File: src/include/fetch_consts.svh
`ifndef FETCH_CONSTS_SVH
`define FETCH_CONSTS_SVH

////////////////////
// fetch stage widths

// address width, also the width of the bus read data
`define FETCH_XLEN 64

// width of one uncompressed instruction
`define FETCH_ILEN 32

////////////////////
// boot

// first pc requested once reset is released
`define FETCH_RESET_PC 64'h0000_0000_8000_0000

`endif

File: src/fetch_pkg.sv
`default_nettype none

`include "fetch_consts.svh"

package fetch_pkg;

	typedef enum logic [1:0] {
		KIND_PLAIN,                          // falls through to the next pc
		KIND_JAL,                            // direct jump, always taken
		KIND_JALR,                           // target known only after execute
		KIND_BRANCH                          // conditional, resolved by the bru
	} instr_kind_e;

	typedef enum logic [6:0] {
		OPC_BRANCH = 7'b110_0011,
		OPC_JALR   = 7'b110_0111,
		OPC_JAL    = 7'b110_1111
	} opcode_e;

	// compressed ops keyed by {funct3, quadrant}
	typedef enum logic [4:0] {
		RVC_JR   = 5'b100_10,                // c.jr and c.jalr
		RVC_J    = 5'b101_01,
		RVC_BEQZ = 5'b110_01,
		RVC_BNEZ = 5'b111_01
	} rvc_op_e;

	typedef struct packed {
		instr_kind_e             kind;
		logic                    is_rvc;
		logic [`FETCH_XLEN-1:0]  imm;        // sign extended jump offset
	} predecode_t;

	typedef struct packed {
		logic                    jalr_valid;
		logic [`FETCH_XLEN-1:0]  jalr_pc;
		logic                    bru_res_valid;
		logic                    bru_taken;
	} redirect_t;

	typedef struct packed {
		logic                    cyc;
		logic                    stb;
		logic [`FETCH_XLEN-1:0]  adr;        // half-word aligned fetch address
	} wb_req_t;

	typedef struct packed {
		logic                    ack;
		logic [`FETCH_XLEN-1:0]  dat;        // 64 bits starting at adr
	} wb_rsp_t;

	typedef enum logic [1:0] {IFU_IDLE, IFU_BUS, IFU_FULL} ifu_state_e;

	typedef enum logic [1:0] {BP_RUN, BP_WAIT_BRU, BP_WAIT_JALR} bp_state_e;

endpackage

`default_nettype wire

File: src/pre_decode.sv
`timescale 1ns/1ps
`default_nettype none

`include "fetch_consts.svh"

module pre_decode (
	input  wire [`FETCH_ILEN-1:0]   instr,
	output fetch_pkg::predecode_t   pd
);

	logic                   is_rvc;
	logic [`FETCH_XLEN-1:0] imm_j;                 // jal
	logic [`FETCH_XLEN-1:0] imm_b;                 // beq and friends
	logic [`FETCH_XLEN-1:0] imm_cj;                // c.j
	logic [`FETCH_XLEN-1:0] imm_cb;                // c.beqz / c.bnez
	logic                   cjr_ok;                // rs1 set and rs2 zero

	assign is_rvc = (instr[1:0] != 2'b11);        // 32-bit ops end in 11

	////////////////////
	// immediates

	assign imm_j = {{(`FETCH_XLEN-20){instr[31]}}, instr[19:12], instr[20],
		instr[30:21], 1'b0};
	assign imm_b = {{(`FETCH_XLEN-12){instr[31]}}, instr[7], instr[30:25],
		instr[11:8], 1'b0};
	assign imm_cj = {{(`FETCH_XLEN-11){instr[12]}}, instr[8], instr[10:9],
		instr[6], instr[7], instr[2], instr[11], instr[5:3], 1'b0};
	assign imm_cb = {{(`FETCH_XLEN-8){instr[12]}}, instr[6:5], instr[2],
		instr[11:10], instr[4:3], 1'b0};

	// c.jr / c.jalr need rs1 != 0 and rs2 == 0, else it is c.mv, c.add or ebreak
	assign cjr_ok = (instr[11:7] != 5'd0) && (instr[6:2] == 5'd0);

	////////////////////
	// classify

	always_comb begin
		pd.kind   = fetch_pkg::KIND_PLAIN;         // default fall through
		pd.is_rvc = is_rvc;
		pd.imm    = '0;
		if (is_rvc) begin
			case ({instr[15:13], instr[1:0]})
				fetch_pkg::RVC_J: begin
					pd.kind = fetch_pkg::KIND_JAL;    // no link on c.j
					pd.imm  = imm_cj;
				end
				fetch_pkg::RVC_BEQZ, fetch_pkg::RVC_BNEZ: begin
					pd.kind = fetch_pkg::KIND_BRANCH;
					pd.imm  = imm_cb;
				end
				fetch_pkg::RVC_JR: begin
					if (cjr_ok) begin
						pd.kind = fetch_pkg::KIND_JALR; // c.jalr lands here too
					end
				end
				default: ;                            // c.jal does not exist on rv64
			endcase
		end else begin
			case (instr[6:0])
				fetch_pkg::OPC_JAL: begin
					pd.kind = fetch_pkg::KIND_JAL;
					pd.imm  = imm_j;
				end
				fetch_pkg::OPC_JALR: begin
					pd.kind = fetch_pkg::KIND_JALR;   // target comes from execute
				end
				fetch_pkg::OPC_BRANCH: begin
					pd.kind = fetch_pkg::KIND_BRANCH;
					pd.imm  = imm_b;
				end
				default: ;
			endcase
		end
	end

endmodule

`default_nettype wire

File: src/branch_predict.sv
`timescale 1ns/1ps
`default_nettype none

`include "fetch_consts.svh"

module branch_predict (
	input  wire                         CLK,
	input  wire                         rst_n,
	input  wire fetch_pkg::predecode_t  pd,
	input  wire                         handoff,
	input  wire fetch_pkg::redirect_t   redirect,
	input  wire                         privileged_valid,
	input  wire [`FETCH_XLEN-1:0]       privileged_pc,
	output logic [`FETCH_XLEN-1:0]      fetch_pc,
	output logic                        pc_req,
	output logic                        flush,
	output logic                        is_mispredict
);

	fetch_pkg::bp_state_e   state;
	logic [`FETCH_XLEN-1:0] alt_pc;                // pc on the side not predicted
	logic                   pred_taken;            // prediction of the open branch
	logic [`FETCH_XLEN-1:0] seq_pc;
	logic [`FETCH_XLEN-1:0] tgt_pc;
	logic                   backward;
	logic                   bru_done;
	logic                   jalr_done;
	logic                   run_handoff;

	////////////////////
	// next pc candidates

	assign seq_pc   = fetch_pc + (pd.is_rvc ? `FETCH_XLEN'(2) : `FETCH_XLEN'(4));
	assign tgt_pc   = fetch_pc + pd.imm;
	assign backward = pd.imm[`FETCH_XLEN-1];      // negative offset means a loop

	assign bru_done    = (state == fetch_pkg::BP_WAIT_BRU) && redirect.bru_res_valid;
	assign jalr_done   = (state == fetch_pkg::BP_WAIT_JALR) && redirect.jalr_valid;
	assign run_handoff = (state == fetch_pkg::BP_RUN) && handoff;

	// raised in the very cycle the bru answer comes back
	assign is_mispredict = bru_done && (redirect.bru_taken != pred_taken);

	////////////////////
	// pc register and fsm

	always_ff @(posedge CLK or negedge rst_n) begin
		if (!rst_n) begin
			state      <= fetch_pkg::BP_RUN;
			fetch_pc   <= `FETCH_RESET_PC;
			pc_req     <= 1'b1;                       // kick off the boot fetch
			flush      <= 1'b0;
			pred_taken <= 1'b0;
		end else begin
			pc_req <= 1'b0;                           // one cycle pulse by default
			flush  <= privileged_valid;
			if (privileged_valid) begin               // trap or return wins always
				fetch_pc <= {privileged_pc[`FETCH_XLEN-1:1], 1'b0};
				state    <= fetch_pkg::BP_RUN;
				pc_req   <= 1'b1;
			end else if (bru_done) begin
				if (is_mispredict) begin
					fetch_pc <= alt_pc;                 // take the other side
				end
				state  <= fetch_pkg::BP_RUN;
				pc_req <= 1'b1;
			end else if (jalr_done) begin
				fetch_pc <= {redirect.jalr_pc[`FETCH_XLEN-1:1], 1'b0};
				state    <= fetch_pkg::BP_RUN;
				pc_req   <= 1'b1;
			end else if (run_handoff) begin
				case (pd.kind)
					fetch_pkg::KIND_JAL: begin
						fetch_pc <= tgt_pc;
						pc_req   <= 1'b1;
					end
					fetch_pkg::KIND_BRANCH: begin
						fetch_pc   <= backward ? tgt_pc : seq_pc;
						pred_taken <= backward;
						state      <= fetch_pkg::BP_WAIT_BRU;  // hold until resolved
					end
					fetch_pkg::KIND_JALR: begin
						state <= fetch_pkg::BP_WAIT_JALR;    // target unknown yet
					end
					default: begin
						fetch_pc <= seq_pc;
						pc_req   <= 1'b1;
					end
				endcase
			end
		end
	end

	// recovery pc for the open branch
	always_ff @(posedge CLK) begin
		if (run_handoff && (pd.kind == fetch_pkg::KIND_BRANCH)) begin
			alt_pc <= backward ? seq_pc : tgt_pc;
		end
	end

	////////////////////
	// checks

	// one unresolved control transfer at most, so nothing is fetched while waiting
	a_no_req_in_wait: assert property (@(posedge CLK) disable iff (!rst_n)
		(state != fetch_pkg::BP_RUN) |-> !pc_req);

	a_pc_aligned: assert property (@(posedge CLK) disable iff (!rst_n)
		!fetch_pc[0]);

endmodule

`default_nettype wire

File: src/ifu.sv
`timescale 1ns/1ps
`default_nettype none

`include "fetch_consts.svh"

module ifu (
	input  wire                       CLK,
	input  wire                       rst_n,
	input  wire [`FETCH_XLEN-1:0]     fetch_pc,
	input  wire                       pc_req,
	input  wire                       flush,
	input  wire fetch_pkg::wb_rsp_t   wb_rsp,
	input  wire                       instr_ready,
	output fetch_pkg::wb_req_t        wb_req,
	output logic [`FETCH_ILEN-1:0]    instr,
	output logic                      instr_valid,
	output logic                      handoff
);

	fetch_pkg::ifu_state_e  state;
	logic [`FETCH_XLEN-1:0] adr_q;                 // address of the bus cycle
	logic                   req_pend;              // pc_req seen while busy
	logic                   drop;                  // response belongs to old path
	logic                   start;
	logic                   bus_act;
	logic                   ack_ok;

	assign start   = (state == fetch_pkg::IFU_IDLE) && (pc_req || req_pend);
	assign bus_act = (state == fetch_pkg::IFU_BUS);
	assign ack_ok  = bus_act && wb_rsp.ack;

	////////////////////
	// wishbone master

	always_comb begin
		wb_req.cyc = bus_act;                       // classic cycle, no bursts
		wb_req.stb = bus_act;
		wb_req.adr = adr_q;
	end

	always_ff @(posedge CLK or negedge rst_n) begin
		if (!rst_n) begin
			state    <= fetch_pkg::IFU_IDLE;
			req_pend <= 1'b0;
			drop     <= 1'b0;
		end else begin
			case (state)
				fetch_pkg::IFU_IDLE: begin
					drop <= 1'b0;
					if (start) begin
						state <= fetch_pkg::IFU_BUS;     // stb the cycle after pc_req
					end
				end
				fetch_pkg::IFU_BUS: begin
					if (wb_rsp.ack) begin
						// stale data goes nowhere
						state <= (drop || flush) ? fetch_pkg::IFU_IDLE : fetch_pkg::IFU_FULL;
						drop  <= 1'b0;
					end else if (flush) begin
						drop <= 1'b1;                       // let the cycle finish
					end
				end
				fetch_pkg::IFU_FULL: begin
					if (flush || handoff) begin
						state <= fetch_pkg::IFU_IDLE;
					end
				end
				default: state <= fetch_pkg::IFU_IDLE;
			endcase
			if (start) begin
				req_pend <= 1'b0;
			end else if (pc_req) begin
				req_pend <= 1'b1;                       // served once the bus is free
			end
		end
	end

	////////////////////
	// instruction buffer

	always_ff @(posedge CLK) begin
		if (start) begin
			adr_q <= fetch_pc;                        // pc is held until handoff
		end
		if (ack_ok) begin
			instr <= wb_rsp.dat[`FETCH_ILEN-1:0];     // slave aligns to the half-word
		end
	end

	assign instr_valid = (state == fetch_pkg::IFU_FULL) && !flush;  // hide a killed entry
	assign handoff     = instr_valid && instr_ready;

	////////////////////
	// checks

	// the slave may only ack inside an open strobed cycle
	a_ack_in_cycle: assert property (@(posedge CLK) disable iff (!rst_n)
		wb_rsp.ack |-> (wb_req.cyc && wb_req.stb));

	// a waiting request keeps stb and adr until the slave acks
	a_adr_hold: assert property (@(posedge CLK) disable iff (!rst_n)
		(wb_req.stb && !wb_rsp.ack) |=> (wb_req.stb && $stable(wb_req.adr)));

endmodule

`default_nettype wire

File: src/pc_generate.sv
`timescale 1ns/1ps
`default_nettype none

`include "fetch_consts.svh"

module pc_generate (
	input  wire                        CLK,
	input  wire                        rst_n,
	input  wire fetch_pkg::redirect_t  redirect,          // jalr and bru results
	input  wire                        privileged_valid,  // from commit
	input  wire [`FETCH_XLEN-1:0]      privileged_pc,
	input  wire fetch_pkg::wb_rsp_t    wb_rsp,
	input  wire                        instr_ready,       // decode can take one
	output fetch_pkg::wb_req_t         wb_req,
	output logic [`FETCH_XLEN-1:0]     fetch_pc,
	output logic [`FETCH_ILEN-1:0]     instr,
	output logic                       is_rvc,
	output logic                       instr_valid,
	output logic                       is_mispredict      // to commit
);

	logic                  pc_req;
	logic                  flush;
	logic                  handoff;
	fetch_pkg::predecode_t pd;

	ifu ifu0 (
		.CLK         (CLK),
		.rst_n       (rst_n),
		.fetch_pc    (fetch_pc),
		.pc_req      (pc_req),
		.flush       (flush),
		.wb_rsp      (wb_rsp),
		.instr_ready (instr_ready),
		.wb_req      (wb_req),
		.instr       (instr),
		.instr_valid (instr_valid),
		.handoff     (handoff)
	);

	pre_decode pre_decode0 (
		.instr (instr),
		.pd    (pd)
	);

	branch_predict branch_predict0 (
		.CLK              (CLK),
		.rst_n            (rst_n),
		.pd               (pd),
		.handoff          (handoff),
		.redirect         (redirect),
		.privileged_valid (privileged_valid),
		.privileged_pc    (privileged_pc),
		.fetch_pc         (fetch_pc),
		.pc_req           (pc_req),
		.flush            (flush),
		.is_mispredict    (is_mispredict)
	);

	assign is_rvc = pd.is_rvc;                      // length bit straight to decode

endmodule

`default_nettype wire

File: config.mk
export PLATFORM = sky130hd
export DESIGN_NAME = pc_generate
export DESIGN_NICKNAME = d
export VERILOG_FILES = /design/src/fetch_pkg.sv /design/src/pre_decode.sv /design/src/branch_predict.sv /design/src/ifu.sv /design/src/pc_generate.sv
export VERILOG_INCLUDE_DIRS = /design/src /design/src/include
export SDC_FILE = /design/constraint.sdc
export NUM_CORES = 1
export LEC_CHECK = 0
export BUFFER_PORTS_ARGS = -buffer_cell sky130_fd_sc_hd__buf_2
export CAP_MARGIN = 0
export CORE_ASPECT_RATIO = 1.75
export CORE_UTILIZATION = 50
export DETAILED_ROUTE_END_ITERATION = 10
export MAX_ROUTING_LAYER = met4
export PLACE_DENSITY = 0.76
export SLEW_MARGIN = 15
export SYNTH_ARGS = -nofsm -noshare
export SYNTH_HDL_FRONTEND = slang
export SYNTH_SLANG_ARGS = --single-unit
File: constraint.sdc
create_clock -name CLK -period 13.2 [get_ports CLK]
set_input_delay 0.66 -clock CLK [delete_from_list [all_inputs] [get_ports CLK]]
set_output_delay 0.66 -clock CLK [all_outputs]
set_load 0.01 [all_outputs]
==> results.yml, run 1 <==
die:
  design.core.area_um2: 31530
  row_count: 86
  start_util: 0.5075
  die_width_um: 137.2
  ios: 365
  die_h_um: 238.6
  dieArea_um2: 32750
sta:
  fin_worst_skew_ns: 0.01264
  clock.fmax_mhz: 163.4
  slew_headroom: 0.2346
  tightest_slew_ns: 1.145
  slew_violations: 0
  tns_ns: 0
  hold_viol_final: 0
  finalSetupViolations: 0
  timing.final.crit_share: 0.4637
  finalCriticalPeriod_ns: 6.121
  rsz0062_at_grt: "no"
  whs_ns: 0.1048
synth:
  netlist_area_um2: 16000
  ys_ff_latch: 233
  synth-main-ff-cell: "edfxtp_1"
  synth.avg_cell_area_um2: 9.039
  synth_nets: 2035
  ys_warn_count: 0
  synth_top_cell_area_share: 0.3003
  ys_seq_area_frac: 0.4146
  synth_edf_count: 160
  synthCells: 1770
  synthArstFlopShare: 0.3133
  synthTopCellsByArea: "edfxtp_1 (30%), dfrtp_1 (11%), nand2_1 (6.0%), a21oi_1 (5.1%), o21ai_0 (5.1%)"
  synth.largest_area_cell: "edfxtp_1"
  synth_cell_type_count: 92
clocking:
  clkTransAtPathRegs_ns: 0.07
  cts_sinks: 233
  cts_root_buffer: "clkbuf_16"
  cts_resized: 0
  cts_htree_levels: 1
  clk_path_buf_depth: 3
  postCtsHoldBufs: 0
  cts_tree: "yes"
  cts_setup_buffers: 0
  insertion_delay_ns: 0.54
  numCtsBuffers: 23
pwr:
  peakVddDrop_v: 0.0001312
  cellLeakagePower_uw: 0.007705
  p_per_area_nw_per_um2: 187.8
  p_total_uw: 3492
setup_path:
  path_max_fanout: 38
  worst-setup-path-type: "reg -> reg"
  crit_required_ns: 13.48
  path_cells: "o21a_1 > and2_1 > o21ai_1 > or2_4 > inv_2 > ha_1 > nand4_2 > or3_1 > a211o_1 > a31o_1 > a211oi_2 > o221ai_2 > o21ai_4 > a41oi_2 > xor2_1 > o21ai_0"
  end_kind: "flip-flop"
  critPathLaunchType: "flip-flop"
  crit_family: "compound AO/OA/AOI/OAI gates"
  cp.arrival_ns: 6.40
  cp_slowest_stage_delay_ns: 0.71
  slowest_stage: "o21ai_1"
  cp_num_buf_inv: 1
job:
  drv_cap: 0
global_route:
  grt_usage: 0.3645
  first_global_vias: 15523
  grtUsageMet3: 0.04580
  grt_max_degree: 79
  use_met1: 0.3714
  met2_usage: 0.6416
  antenna_found_initial: 6
  grt_pass1_wl_mm: 86.71
  top_usage_layer: "met2"
  gr-total-overflow: 0
final_layout:
  final_common_cell: "buf_2"
  drive_gt1_frac: 0.2148
  area_growth_pct: 16.24
  final_area_um2: 18600
  layout_common_cells: "buf_2 (329), nand2_1 (257), a21oi_1 (163), o21ai_0 (162), edfxtp_1 (160)"
  fillers: 2835
  nets: 2302
placed_design:
  place.gp.congestion: 0.9961
  placed_area_um2: 17770
  dp_hpwl_mm: 42.18
  port-buffer-count: 330
route:
  wl_per_cell_um: 23.57
  drt_pass1_iterations: 6
  ant_nets: 0
  drtIter0Drc: 949
  route.detailed.drc: 0
  routed_wl_mm: 57.88
  vias_per_cell: 6.302
  vias: 15478
status:
  status: "finished, final reports clean"
worst_hold_path:
  hold_class: "in -> async"
-- cell usage after synthesis (21+ instances only) --
library cell and instances:
mux2i_1 21, o22ai_1 25, o221ai_1 32, edfxtp_1 160
xnor2_1 68, and3_1 21, nand2_1 257, clkbuf_1 73
dfrtp_1 71, ha_1 64, o211ai_1 21, a21oi_1 164
xor2_1 57, o21ai_0 162, a21o_1 42, nor2_1 120
nand4_1 31, nor3_1 28, inv_1 23, nand3_1 67
-- final timing paths --
kind,slack [ns],start,cells after the start,to
worst min-delay path,0.10,rst_n,1,branch_predict0.fetch_pc[63]$_DFFE_PN0P_
min in group CLK,0.29,wb_rsp[29],1,ifu0.instr[29]$_DFFE_PP_
max in group asynchronous,12.00,rst_n,2,branch_predict0.fetch_pc[16]$_DFFE_PN0P_
worst max-delay path,7.08,ifu0.instr[14]$_DFFE_PP_,16,branch_predict0.alt_pc[56]$_DFFE_PP_
worst max register to register,7.08,ifu0.instr[14]$_DFFE_PP_,16,branch_predict0.alt_pc[56]$_DFFE_PP_
worst min register to register,0.46,branch_predict0.flush$_DFF_PN0_,1,ifu0.state[1]$_DFFE_PN0P_
-- logic make-up after synthesis --
logic type,synth area share
compound gates,0.2313
xor+xnor,0.06843
fa+ha+maj,0.05130
buf+inv,0.04317
flops,0.4146
mux,0.01525
simple gates,0.1760
-- power by group --
group          internal [µW]  switching, µW
clock network            421            299
logic                    597           1000
registers               1010            168
-- registers in the layout, summed over array words and instances, names as in the netlist --
signal	count
branch_predict0.pc_req	1
branch_predict0.state	2
ifu0.drop	1
branch_predict0.fetch_pc	64
branch_predict0.pred_taken	1
branch_predict0.flush	1
ifu0.req_pend	1
branch_predict0.alt_pc	64
ifu0.state	2
ifu0.instr	32
ifu0.adr_q	64
-- layout make-up --
type / instances / area [µm²] / share of cell area
Clock inverter: 12 / 167.7 / 0.009016
Multi-Input combinational cell: 1403 / 8731 / 0.4695
Antenna cell: 7 / 17.52 / 0.0009419
Clock buffer: 29 / 638.1 / 0.03431
Tap cell: 396 / 495.5 / 0.02664
Sequential cell: 233 / 6634 / 0.3567
Inverter: 23 / 86.33 / 0.004642
Timing Repair Buffer: 353 / 1827 / 0.09823
-- metal layers --
| metal | wire (µm) | vias up | part of all wire |
|---|---|---|---|
| met5 | 0 | - | 0 |
| met4 | 3744 | 0 | 0.065 |
| met3 | 3326 | 222 | 0.057 |
| met2 | 30890 | 739 | 0.53 |
| met1 | 19920 | 7389 | 0.34 |
| li1 | - | 7128 | - |
-- stage by stage --
stage | instances | util | worst slack [ns]
2_1_floorplan | 1770 | - | 7.456
3_3_place_gp | 2408 | 0.5635 | 7.204
3_5_place_dp | 2408 | 0.5635 | 7.146
4_1_cts | 2449 | 0.5891 | 7.107
5_1_grt | 2455 | 0.5898 | 6.805
6_report | 2456 | 0.5898 | 7.079
Note: power is estimated with default switching activity, not from simulation.
==> run 2, diff against run 1 <==
--- a/config.mk
+++ b/config.mk
@@ -12,7 +12,7 @@
 export CORE_UTILIZATION = 50
 export DETAILED_ROUTE_END_ITERATION = 10
 export MAX_ROUTING_LAYER = met4
-export PLACE_DENSITY = 0.76
+export PLACE_DENSITY = 0.79
 export SLEW_MARGIN = 15
 export SYNTH_ARGS = -nofsm -noshare
 export SYNTH_HDL_FRONTEND = slang
==> constraint.sdc (replaced) <==
create_clock -name CLK -period 5.3 [get_ports CLK]
set_input_delay 0.265 -clock CLK [delete_from_list [all_inputs] [get_ports CLK]]
set_output_delay 0.265 -clock CLK [all_outputs]
set_load 0.01 [all_outputs]
==> run 2 against run 1 <==
Flip-flop and latch count stayed put. Non-clock buffer count is 69 higher. Maximum frequency is 21% higher. Cell count is 2.8% higher. Global-route usage is 1.4 points higher. Largest cell class unchanged.
==> results.yml, run 2 (synthesis results as in run 1) <==
status:
  status: "finished, final reports clean"
route:
  routed_wl_mm: 59.68
  vias: 15881
  drtIter0Drc: 1138
  wl_per_cell_um: 23.64
  drt_pass1_iterations: 5
  route.detailed.drc: 0
  ant_nets: 0
  vias_per_cell: 6.290
setup_path:
  cp.arrival_ns: 5.53
  r2r_start: "ifu0.instr[4]$_DFFE_PP_"
  worst-setup-path-type: "reg -> reg"
  cp_num_buf_inv: 2
  end_kind: "flip-flop"
  path_max_fanout: 5
  cp_slowest_stage_delay_ns: 0.58
  r2r_end: "branch_predict0.fetch_pc[49]$_DFFE_PN0P_"
  slowest_stage: "xnor2_1"
  path_cells: "nand3b_1 > nor2_1 > buf_4 > o21bai_1 > buf_4 > a21oi_1 > ha_1 > a21oi_1 > o21ai_0 > and3_1 > o211a_1 > o211ai_1 > nand2_1 > a211oi_1 > o21ai_0 > xnor2_1 > a21oi_1 > o22ai_1"
  crit_path_frequent_cell: "a21oi_1"
  reg2reg_depth: 18
  crit_family: "compound AO/OA/AOI/OAI gates"
  critPathLaunchType: "flip-flop"
  rrSetupSlack_ns: 0.23
  crit_required_ns: 5.76
sta:
  whs_ns: 0.02989
  clock.fmax_mhz: 197.2
  tns_ns: 0
  timing.final.crit_share: 0.9567
  slew_violations: 0
  fin_worst_skew_ns: 0.02233
  tightest_slew_ns: 1.095
  rsz0062_at_grt: "no"
  hold_viol_final: 0
  finalCriticalPeriod_ns: 5.070
  slew_headroom: 0.2682
  finalSetupViolations: 0
job:
  drv_cap: 0
clocking:
  clk_path_buf_depth: 3
  insertion_delay_ns: 0.55
  cts_htree_levels: 1
  cts_tree: "yes"
  cts_sinks: 233
  cts_root_buffer: "clkbuf_16"
  cts_setup_buffers: 0
  clkTransAtPathRegs_ns: 0.06
  numCtsBuffers: 22
final_layout:
  final_common_cell: "buf_2"
  layout_common_cells: "buf_2 (329), nand2_1 (256), a21oi_1 (162), o21ai_0 (162), edfxtp_1 (160)"
  fillers: 2729
  drive_gt1_frac: 0.2221
  nets: 2370
  largest_registers: "branch_predict0.alt_pc x64, branch_predict0.fetch_pc x64, ifu0.adr_q x64"
  multi_input_area_um2: 8730
  area_growth_pct: 20.11
  area.sequential_um2: 6634
pwr:
  cellLeakagePower_uw: 0.008019
  peakVddDrop_v: 0.0003613
  p_per_area_nw_per_um2: 458.1
  p_total_uw: 8804
placed_design:
  place.gp.congestion: 0.9900
  dp_hpwl_mm: 43.01
  port-buffer-count: 330
global_route:
  gr-total-overflow: 0
  first_global_vias: 16272
  grt_pass1_wl_mm: 90.22
  grt_usage: 0.3787
  grt_max_degree: 68
  antenna_found_initial: 8
die:
  design.core.area_um2: 31530
  die_h_um: 238.6
  ios: 365
  row_count: 86
  start_util: 0.5075
  die_width_um: 137.2
  dieArea_um2: 32750
worst_hold_path:
  min_from: "privileged_pc[16]"
  worstHoldEndpoint: "branch_predict0.fetch_pc[16]$_DFFE_PN0P_"
  hold_class: "in -> reg"
  whs_path_depth: 3
==> run 2: per-stage QoR <==
stage	util	worst slack, ns	cell area [µm²]	std cells
after global placement	0.5725	0.3982	18050	2441
after floorplan	-	0.1152	16010	1770
after detailed placement	0.5725	0.4025	18050	2441
after CTS	0.6087	0.3703	19190	2517
final	0.6095	0.2298	19220	2525
after global routing	0.6095	0.04064	19220	2525
==> run 2: worst reg2reg max path, stage by stage (launching register included) <==
cell and delay [ns]:
edfxtp_1 0.44, nand3b_1 0.27, nor2_1 0.39, buf_4 0.22, o21bai_1 0.08, buf_4 0.17, a21oi_1 0.14, ha_1 0.29
a21oi_1 0.30, o21ai_0 0.20, and3_1 0.29, o211a_1 0.30, o211ai_1 0.18, nand2_1 0.22, a211oi_1 0.48, o21ai_0 0.19
xnor2_1 0.58, a21oi_1 0.15, o22ai_1 0.13
==> run 2: repair_timing <==
| item | 4_1_cts | 5_1_grt |
|---|---|---|
| gates resized for setup | 0 | 1 |
| endpoints found under the hold margin | 41 | 0 |
| hold buffers | 36 | 0 |
| endpoints found under the setup margin | 0 | 1 |
==> run 2: metal layers <==
metal	wire length, µm	track usage	share of wire
met1	20470	0.3832	0.34
met2	31310	0.6601	0.52
met3	3461	0.04686	0.058
met4	4447	0.2767	0.075
met5	0	-	0
==> run 2: final cells by class <==
| cell class | count | area share |
|---|---|---|
| multi-input cells | 1403 | 0.4543 |
| flip-flops and latches | 233 | 0.3452 |
| repair buffers | 422 | 0.1287 |
| clock buffers | 29 | 0.03268 |
| well taps | 396 | 0.02578 |
| clock inverters | 11 | 0.007878 |
| inverters | 23 | 0.004492 |
| diodes | 8 | 0.001042 |
==> run 2: how the worst max path moves through the flow <==
stage / cells after the start / start / slack [ns] / endpoint
finish: 18 / ifu0.instr[4]$_DFFE_PP_ / 0.23 / branch_predict0.fetch_pc[49]$_DFFE_PN0P_
global route: 17 / ifu0.instr[4]$_DFFE_PP_ / 0.04 / branch_predict0.alt_pc[49]$_DFFE_PP_
CTS: 18 / ifu0.instr[0]$_DFFE_PP_ / 0.37 / branch_predict0.alt_pc[63]$_DFFE_PP_
detailed placement: 18 / ifu0.instr[0]$_DFFE_PP_ / 0.40 / branch_predict0.alt_pc[56]$_DFFE_PP_
global placement: 17 / ifu0.instr[5]$_DFFE_PP_ / 0.40 / branch_predict0.alt_pc[61]$_DFFE_PP_
floorplan: 20 / ifu0.instr[14]$_DFFE_PP_ / 0.12 / branch_predict0.fetch_pc[56]$_DFFE_PN0P_
==> run 2: report_power, final <==
group / switching, µW / internal (µW)
Clock: 718 / 1030
Sequential: 412 / 2510
Combinational: 2560 / 1580
